**config.mk**
```make
export PLATFORM = sky130hd
export DESIGN_NAME = imu_spi_link
export DESIGN_NICKNAME = d
export VERILOG_FILES = /design/src/hw/imu_link_pkg.sv /design/src/hw/imu_packet_if.sv /design/src/hw/imu_packet_framer.sv /design/src/hw/spi_packet_tx.sv /design/src/hw/imu_spi_link.sv
export SDC_FILE = /design/constraint.sdc
export NUM_CORES = 1
export LEC_CHECK = 0
export BUFFER_PORTS_ARGS = -buffer_cell sky130_fd_sc_hd__buf_2
export CORE_UTILIZATION = 45
export CTS_CLUSTER_DIAMETER = 200
export CTS_CLUSTER_SIZE = 12
export DETAILED_ROUTE_END_ITERATION = 10
export GPL_ROUTABILITY_DRIVEN = 1
export GPL_TIMING_DRIVEN = 1
export PLACE_DENSITY = 0.73
export SYNTH_ARGS = -nofsm -noshare
export SYNTH_HDL_FRONTEND = slang
export SYNTH_HIERARCHICAL = 1
export SYNTH_SLANG_ARGS = --single-unit
```
**constraint.sdc**
```tcl
create_clock -name clk -period 8.52 [get_ports clk]
set_clock_uncertainty 0.2 [all_clocks]
set_input_delay 1.278 -clock clk [delete_from_list [all_inputs] [get_ports clk]]
set_output_delay 1.278 -clock clk [all_outputs]
set_load 0.03 [all_outputs]
```
**src/hw/imu_link_pkg.sv**
```systemverilog
`default_nettype none

package imu_link_pkg;

    // Packet geometry
    localparam int PACKET_BYTES = 16;
    localparam int PACKET_BITS  = PACKET_BYTES * 8;      // 128 bits on the wire
    localparam int SAMPLE_W     = 16;                    // Sensor word width
    localparam int BIT_CNT_W    = $clog2(PACKET_BITS + 1); // Counts 0..128

    localparam logic [7:0] HEADER_BYTE = 8'hAA;          // Sync byte, always first

    // Bit positions inside the flags byte
    localparam int FLAG_QUAT_BIT = 0;
    localparam int FLAG_GYRO_BIT = 1;

    // Serializer FSM encodings
    localparam logic [1:0] ST_IDLE         = 2'd0;
    localparam logic [1:0] ST_SENDING      = 2'd1;
    localparam logic [1:0] ST_WAIT_RELEASE = 2'd2;

    // Field order is wire order, header lands in the top byte
    typedef struct packed {
        logic [7:0]                 header;
        logic signed [SAMPLE_W-1:0] quat_w;
        logic signed [SAMPLE_W-1:0] quat_x;
        logic signed [SAMPLE_W-1:0] quat_y;
        logic signed [SAMPLE_W-1:0] quat_z;
        logic signed [SAMPLE_W-1:0] gyro_x;
        logic signed [SAMPLE_W-1:0] gyro_y;
        logic signed [SAMPLE_W-1:0] gyro_z;
        logic [7:0]                 flags;  // Bit 0 quat updated, bit 1 gyro updated
    } imu_packet_t;

    // Framer fills fields, serializer shifts the flat word out MSB first
    typedef union packed {
        imu_packet_t            fields;
        logic [PACKET_BITS-1:0] bits;
    } imu_packet_u;

endpackage

`default_nettype wire

```
**src/hw/imu_packet_if.sv**
```systemverilog
`timescale 1ns/10ps
`default_nettype none

// One packet snapshot plus its four-phase req/ack pair
interface imu_packet_if;

    import imu_link_pkg::*;

    imu_packet_u packet;  // Held stable by the framer while req is high
    logic        req;     // Framer: snapshot valid
    logic        ack;     // Serializer: snapshot copied

    // Sequence is req up, ack up, req down, ack down
    // New req only once ack is back low

    modport framer (
        output packet,
        output req,
        input  ack
    );

    modport serializer (
        input  packet,
        input  req,
        output ack
    );

endinterface

`default_nettype wire

```
**src/hw/imu_packet_framer.sv**
```systemverilog
`timescale 1ns/10ps
`default_nettype none

module imu_packet_framer (
    input  logic                                   clk,
    input  logic                                   reset,
    input  logic                                   quat_valid,  // One-cycle sample strobe
    input  logic                                   gyro_valid,
    input  logic signed [imu_link_pkg::SAMPLE_W-1:0] quat_w,
    input  logic signed [imu_link_pkg::SAMPLE_W-1:0] quat_x,
    input  logic signed [imu_link_pkg::SAMPLE_W-1:0] quat_y,
    input  logic signed [imu_link_pkg::SAMPLE_W-1:0] quat_z,
    input  logic signed [imu_link_pkg::SAMPLE_W-1:0] gyro_x,
    input  logic signed [imu_link_pkg::SAMPLE_W-1:0] gyro_y,
    input  logic signed [imu_link_pkg::SAMPLE_W-1:0] gyro_z,
    imu_packet_if.framer                           pkt
);

    import imu_link_pkg::*;

    // Latest samples, always overwritten by the newest strobe
    logic signed [SAMPLE_W-1:0] quat_w_q;
    logic signed [SAMPLE_W-1:0] quat_x_q;
    logic signed [SAMPLE_W-1:0] quat_y_q;
    logic signed [SAMPLE_W-1:0] quat_z_q;
    logic signed [SAMPLE_W-1:0] gyro_x_q;
    logic signed [SAMPLE_W-1:0] gyro_y_q;
    logic signed [SAMPLE_W-1:0] gyro_z_q;

    logic       quat_upd;   // Sticky, new quaternion since last launch
    logic       gyro_upd;   // Sticky, new gyro since last launch
    logic       launch;     // Take a snapshot this cycle
    logic [7:0] flags_now;  // Flags byte for the snapshot

    // Something new to send and handshake fully back to rest
    assign launch = (quat_upd || gyro_upd) && !pkt.req && !pkt.ack;

    always_comb begin
        flags_now = '0;
        flags_now[FLAG_QUAT_BIT] = quat_upd;
        flags_now[FLAG_GYRO_BIT] = gyro_upd;
    end

    // Staging registers
    always_ff @(posedge clk) begin
        if (reset) begin
            quat_w_q <= '0;
            quat_x_q <= '0;
            quat_y_q <= '0;
            quat_z_q <= '0;
            gyro_x_q <= '0;
            gyro_y_q <= '0;
            gyro_z_q <= '0;
        end else begin
            if (quat_valid) begin
                quat_w_q <= quat_w;
                quat_x_q <= quat_x;
                quat_y_q <= quat_y;
                quat_z_q <= quat_z;
            end
            if (gyro_valid) begin
                gyro_x_q <= gyro_x;
                gyro_y_q <= gyro_y;
                gyro_z_q <= gyro_z;
            end
        end
    end

    // Update flags
    // A strobe on the launch cycle wins, it belongs to the next packet
    always_ff @(posedge clk) begin
        if (reset) begin
            quat_upd <= 1'b0;
            gyro_upd <= 1'b0;
        end else begin
            quat_upd <= quat_valid || (quat_upd && !launch);
            gyro_upd <= gyro_valid || (gyro_upd && !launch);
        end
    end

    // Snapshot, written through the field view
    always_ff @(posedge clk) begin
        if (launch) begin
            pkt.packet.fields.header <= HEADER_BYTE;
            pkt.packet.fields.quat_w <= quat_w_q;
            pkt.packet.fields.quat_x <= quat_x_q;
            pkt.packet.fields.quat_y <= quat_y_q;
            pkt.packet.fields.quat_z <= quat_z_q;
            pkt.packet.fields.gyro_x <= gyro_x_q;
            pkt.packet.fields.gyro_y <= gyro_y_q;
            pkt.packet.fields.gyro_z <= gyro_z_q;
            pkt.packet.fields.flags  <= flags_now;  // Flags travel with the words
        end
    end

    // Req side of the four-phase exchange
    always_ff @(posedge clk) begin
        if (reset) begin
            pkt.req <= 1'b0;
        end else if (launch) begin
            pkt.req <= 1'b1;            // Snapshot is registered in the same edge
        end else if (pkt.req && pkt.ack) begin
            pkt.req <= 1'b0;            // Serializer has its copy
        end
    end

    // Under back-pressure the flags accumulate and staging keeps the
    // newest words, so only one packet is ever pending behind done

endmodule

`default_nettype wire

```
**src/hw/spi_packet_tx.sv**
```systemverilog
`timescale 1ns/10ps
`default_nettype none

// SPI slave transmitter, mode 0
// MCU samples on rising sck, we move sdo after falling sck
// sck must be at most clk/8 for the two-flop sampling to keep up
module spi_packet_tx (
    input  logic               clk,
    input  logic               reset,
    input  logic               sck,   // From MCU, async to clk
    input  logic               sdi,   // MOSI, no commands decoded yet
    input  logic               load,  // MCU read confirm
    output logic               sdo,   // MISO
    output logic               done,  // Packet ready for the MCU
    imu_packet_if.serializer   pkt
);

    import imu_link_pkg::*;

    logic sck_meta;   // First sync stage
    logic sck_sync;
    logic sck_prev;   // For edge detect
    logic load_meta;
    logic load_sync;
    logic sdi_meta;
    logic sdi_sync;

    logic                   sck_fall;
    logic                   accept;
    logic                   shift_en;
    logic                   bits_left;  // Still inside the 128-bit frame
    logic [1:0]             state;
    logic [PACKET_BITS-1:0] shift_q;    // Current packet, MSB on the pin
    logic [BIT_CNT_W-1:0]   bit_cnt;    // Falling edges seen this packet

    // Input synchronisers
    always_ff @(posedge clk) begin
        if (reset) begin
            sck_meta  <= 1'b0;
            sck_sync  <= 1'b0;
            sck_prev  <= 1'b0;
            load_meta <= 1'b0;
            load_sync <= 1'b0;
            sdi_meta  <= 1'b0;
            sdi_sync  <= 1'b0;
        end else begin
            sck_meta  <= sck;
            sck_sync  <= sck_meta;
            sck_prev  <= sck_sync;
            load_meta <= load;
            load_sync <= load_meta;
            sdi_meta  <= sdi;
            sdi_sync  <= sdi_meta;
        end
    end

    assign sck_fall  = sck_prev && !sck_sync;  // Shift lands 2-3 clk after the pin edge
    assign bits_left = (bit_cnt != BIT_CNT_W'(PACKET_BITS));

    // New packet only with the MCU side fully at rest
    assign accept   = (state == ST_IDLE) && pkt.req && !done && !load_sync;
    assign shift_en = (state == ST_SENDING) && sck_fall && bits_left;

    // Shift register
    // MOSI bits fill in from the bottom, unused for now
    always_ff @(posedge clk) begin
        if (accept) begin
            shift_q <= pkt.packet.bits;
        end else if (shift_en) begin
            shift_q <= {shift_q[PACKET_BITS-2:0], sdi_sync};
        end
    end

    // Bit counter, stops shifting after the last bit
    always_ff @(posedge clk) begin
        if (reset) begin
            bit_cnt <= '0;
        end else if (accept) begin
            bit_cnt <= '0;
        end else if (shift_en) begin
            bit_cnt <= bit_cnt + 1'b1;
        end
    end

    // Control FSM
    always_ff @(posedge clk) begin
        if (reset) begin
            state   <= ST_IDLE;
            pkt.ack <= 1'b0;
            done    <= 1'b0;
        end else begin
            case (state)
                ST_IDLE: begin
                    if (accept) begin
                        pkt.ack <= 1'b1;      // Copy taken
                        done    <= 1'b1;      // Tell the MCU
                        state   <= ST_SENDING;
                    end
                end
                ST_SENDING: begin
                    // MCU says it has read, may come early too
                    if (load_sync) begin
                        pkt.ack <= 1'b0;
                        done    <= 1'b0;
                        state   <= ST_WAIT_RELEASE;
                    end
                end
                ST_WAIT_RELEASE: begin
                    if (!load_sync) begin
                        state <= ST_IDLE;     // Four-phase closed on both sides
                    end
                end
                default: begin
                    state   <= ST_IDLE;
                    pkt.ack <= 1'b0;
                    done    <= 1'b0;
                end
            endcase
        end
    end

    // Low outside a frame so the line is quiet between packets
    assign sdo = (state == ST_SENDING) && bits_left && shift_q[PACKET_BITS-1];

endmodule

`default_nettype wire

```
**src/hw/imu_spi_link.sv**
```systemverilog
`timescale 1ns/10ps
`default_nettype none

// IMU packet link top
// Sensor controller samples in, 16-byte packets out to the MCU over SPI
module imu_spi_link (
    input  logic               clk,
    input  logic               reset,
    // MCU side, MCU is SPI master
    input  logic               sck,
    input  logic               sdi,
    input  logic               load,
    output logic               sdo,
    output logic               done,
    // Sensor controller side
    input  logic               quat_valid,
    input  logic               gyro_valid,
    input  logic signed [15:0] quat_w,
    input  logic signed [15:0] quat_x,
    input  logic signed [15:0] quat_y,
    input  logic signed [15:0] quat_z,
    input  logic signed [15:0] gyro_x,
    input  logic signed [15:0] gyro_y,
    input  logic signed [15:0] gyro_z
);

    // Snapshot and req/ack between framer and serializer
    imu_packet_if pkt_if ();

    // Latches samples and launches snapshots
    imu_packet_framer imu_packet_framer_inst (
        .clk        (clk),
        .reset      (reset),
        .quat_valid (quat_valid),
        .gyro_valid (gyro_valid),
        .quat_w     (quat_w),
        .quat_x     (quat_x),
        .quat_y     (quat_y),
        .quat_z     (quat_z),
        .gyro_x     (gyro_x),
        .gyro_y     (gyro_y),
        .gyro_z     (gyro_z),
        .pkt        (pkt_if.framer)
    );

    // Shifts the packet out and runs done/load with the MCU
    spi_packet_tx spi_packet_tx_inst (
        .clk   (clk),
        .reset (reset),
        .sck   (sck),
        .sdi   (sdi),
        .load  (load),
        .sdo   (sdo),
        .done  (done),
        .pkt   (pkt_if.serializer)
    );

endmodule

`default_nettype wire

```
==> impl_metrics.py <==
metrics = {
    "routing": {
        "detail_route.wl_per_cell_um": 15.5,
        "routed-via-count": 6789,
        "antenna_left": 0,
        "detail_route.vias_per_cell": 4.83,
        "totalWireLength_um": 21800,
        "drc": 0,
        "dr.pass1.iters": 6,
        "drtIter0Drc": 431,
    },
    "logic_synthesis": {
        "syn_area_um2": 14000,
        "synth_top_area_share_pct": 52.1,
        "synth-seq-cells": 375,
        "ys_top_cells_by_area": "edfxtp_1, dfxtp_1, mux2i_1",
        "synth_top_cell_by_area": "edfxtp_1",
        "syn_avg_cell_area_um2": 16.2,
        "yosys_warnings": 6,
        "synth_cells": 862,
        "ys_seq_area_share_pct": 71.2,
        "synth_cell_types": 38,
    },
    "floorplan": {
        "core.rowCount": 64,
        "die_w_um": 178,
        "die_h_um": 178,
        "start_util_pct": 45.7,
        "ios": 121,
        "core-area_um2": 30500,
        "die-area_um2": 31700,
    },
    "placement": {
        "place.gp.congestion": 0.704,
        "portBuffers": 120,
        "hpwl_um": 12500,
    },
    "clocking": {
        "hold_buffers": 0,
        "clock_latency_ns": 0.52,
        "clk_pin_slew_worst_paths_ns": 0.06,
        "post_cts_resized": 0,
        "htree_levels": 2,
        "cts_buffer_depth": 3,
        "postCtsSetupBuffers": 0,
        "cts_sinks": 375,
        "cts-buffers-inserted": 37,
        "cts_tree": "built",
        "clock-root-buffer": "clkbuf_16",
    },
    "sta": {
        "setup_viol": 0,
        "hold_viol_final": 0,
        "fin_crit_ns": 3.85,
        "fin_tns_setup_ns": 0,
        "slew_violations": 0,
        "worst_slew_pin_slew_ns": 1.17,
        "fin_crit_sh_pct": 45.2,
        "fmax_ghz": 0.260,
        "relSlewSlack_pct": 22.3,
        "rsz0062_at_grt": "no",
    },
    "global_routing": {
        "grt.total_usage_pct": 14.2,
        "grt_max_degree": 96,
        "antenna_found_initial": 1,
        "grt_pass1_wl_um": 35200,
        "grt_pass1_vias": 6800,
        "grt-ovfl-total": 0,
    },
    "worst_setup_path": {
        "path_class": "flop to flop",
        "crit_path_max_fanout": 84,
        "start_kind": "flop",
        "r2r_end": "spi_packet_tx_inst/shift_q[104]",
        "timing.reg2reg.setup_slack_ns": 4.67,
        "timing.rr.start": "imu_packet_framer_inst/pkt.req",
        "setup.worst_path.start": "imu_packet_framer_inst/pkt.req",
        "cp-end-kind": "flop",
        "cp.required_ns": 8.44,
        "r2r_cells": 4,
        "crit_arrival_ns": 3.77,
    },
    "finish": {
        "finalNetCount": 1103,
        "drive_gt1_share_pct": 20.2,
        "fillCellCount": 2524,
        "register_area_um2": 9930,
        "utilization_pct": 51.5,
        "antenna_cells": 0,
        "syn2layout_area_growth_pct": 12.6,
        "multiInputGateArea_um2": 3520,
    },
    "worst_hold_path": {
        "min_delay_path_depth": 0,
        "min_to": "imu_packet_framer_inst/pkt.packet[27]",
        "hold_class": "flop to flop",
        "min-delay-start": "imu_packet_framer_inst/gyro_y_q[3]",
    },
    "run_status": {
        "status": "finished clean",
    },
    "pwr": {
        "leakage_nw": 5.96,
        "worst_ir_drop_vdd_mv": 0.160,
        "power.density_nw_per_um2": 256,
    },
    "run": {
        "maxCapViolCount": 0,
    },
}
-- cells by family after synthesis --
group / after synthesis / share of synthesized area (%)
simple gates: 151 / 4.89
other cells: 2 / 0.0538
xor+xnor: 1 / 0.0628
fa+ha+maj: 2 / 0.179
mux: 242 / 18.5
compound gates: 27 / 1.10
flops: 375 / 71.2
buf+inv: 62 / 4.04
-- registers in the layout, indices dropped and copies added, names as in the netlist, 2 cells and up --
name,count
imu_packet_framer_inst/quat_x_q,16
spi_packet_tx_inst/shift_q,128
spi_packet_tx_inst/state,2
imu_packet_framer_inst/gyro_y_q,16
imu_packet_framer_inst/gyro_x_q,16
imu_packet_framer_inst/pkt.packet,114
imu_packet_framer_inst/gyro_z_q,16
imu_packet_framer_inst/quat_z_q,16
imu_packet_framer_inst/quat_w_q,16
imu_packet_framer_inst/quat_y_q,16
spi_packet_tx_inst/bit_cnt,8
-- how the worst max path moves through the flow --
stage | to | depth (start not counted) | slack (ns)
floorplan | imu_packet_framer_inst/pkt.packet[0] | 2 | 2.61
finish | spi_packet_tx_inst/shift_q[104] | 4 | 4.67
detailed placement | spi_packet_tx_inst/shift_q[76] | 4 | 4.61
CTS | spi_packet_tx_inst/shift_q[97] | 4 | 4.60
global route | spi_packet_tx_inst/shift_q[104] | 4 | 4.36
global placement | spi_packet_tx_inst/shift_q[83] | 4 | 4.71
-- where the power goes --
part / internal, mW / total [mW] / leakage [nW] / switching (mW)
clock network: 0.855 / 1.49 / 0.522 / 0.634
logic: 0.135 / 0.316 / 2.05 / 0.181
registers: 2.16 / 2.21 / 3.39 / 0.0554
total: 3.15 / 4.02 / 5.96 / 0.870
-- metal layers --
| layer | routed length, um | share of wire (%) | GRT usage (%) |
|---|---|---|---|
| met4 | 425 | 1.9 | 4.17 |
| met3 | 936 | 4.3 | 3.01 |
| met1 | 9920 | 45 | 19.0 |
| met5 | 0 | 0 | 0 |
| met2 | 10600 | 48 | 23.1 |
-- critical path, stage by stage (launching register included) --
cell	delay, ns
dfxtp_1	0.45
or4b_4	0.56
nor2_8	0.58
or2_4	0.65
buf_4	0.92
-- cells in the mapped netlist --
library cell  instances
nor2b_1              11
or3_1                 2
nand3b_1              1
nor4b_1               1
or2_2                 1
buf_4                23
or4b_4                1
mux2i_1             114
o31ai_1               3
buf_2                 8
or4_1                 3
nand2_1               2
mux2_2               30
a211o_1               1
buf_8                 1
dfxtp_1             133
nor2_1              115
o21bai_1              1
inv_2                 2
conb_1                2
nor3_1                3
buf_6                 6
buf_12               11
nand4_1               1
ha_1                  2
a21oi_1              11
o21ba_2               1
clkbuf_1              8
edfxtp_1            242
mux2_1               98
o21ai_0              10
nor2_8                1
nand4bb_1             1
xnor2_1               1
inv_1                 3
nand2b_1              2
nand3_1               3
nor3b_1               3
-- cell usage in the layout, fill, tap and decap left out, types with 8 or more instances in the layout --
cell       count
clkbuf_1      26
buf_2        118
mux2_1        98
mux2i_1      114
o21ai_0       10
nor2b_1       11
nor2_1       115
dfxtp_1      133
mux2_2        30
conb_1        14
clkbuf_16     39
buf_4          8
edfxtp_1     242
a21oi_1       11
-- stage by stage --
stage          cells  cell area, um^2  hold WS [ns]  power [mW]  setup WS, ns
2_1_floorplan    874            14000         0.208        2.51          2.61
3_3_place_gp    1339            14600         0.213        2.56          4.71
3_5_place_dp    1339            14600         0.214        2.57          4.61
4_1_cts         1406            15700         0.224        4.08          4.60
5_1_grt         1406            15700         0.222        4.20          4.36
6_report        1406            15700         0.225        4.02          4.67
-- cell type report --
type / instances / share of cell area (%)
flip-flops and latches: 375 / 63.2
multi-input cells: 437 / 22.4
clock buffers: 65 / 6.84
repair buffers: 126 / 4.14
well taps: 396 / 3.15
clock inverters: 2 / 0.127
inverters: 5 / 0.119
No activity file was read; power rests on OpenSTA's default activity.
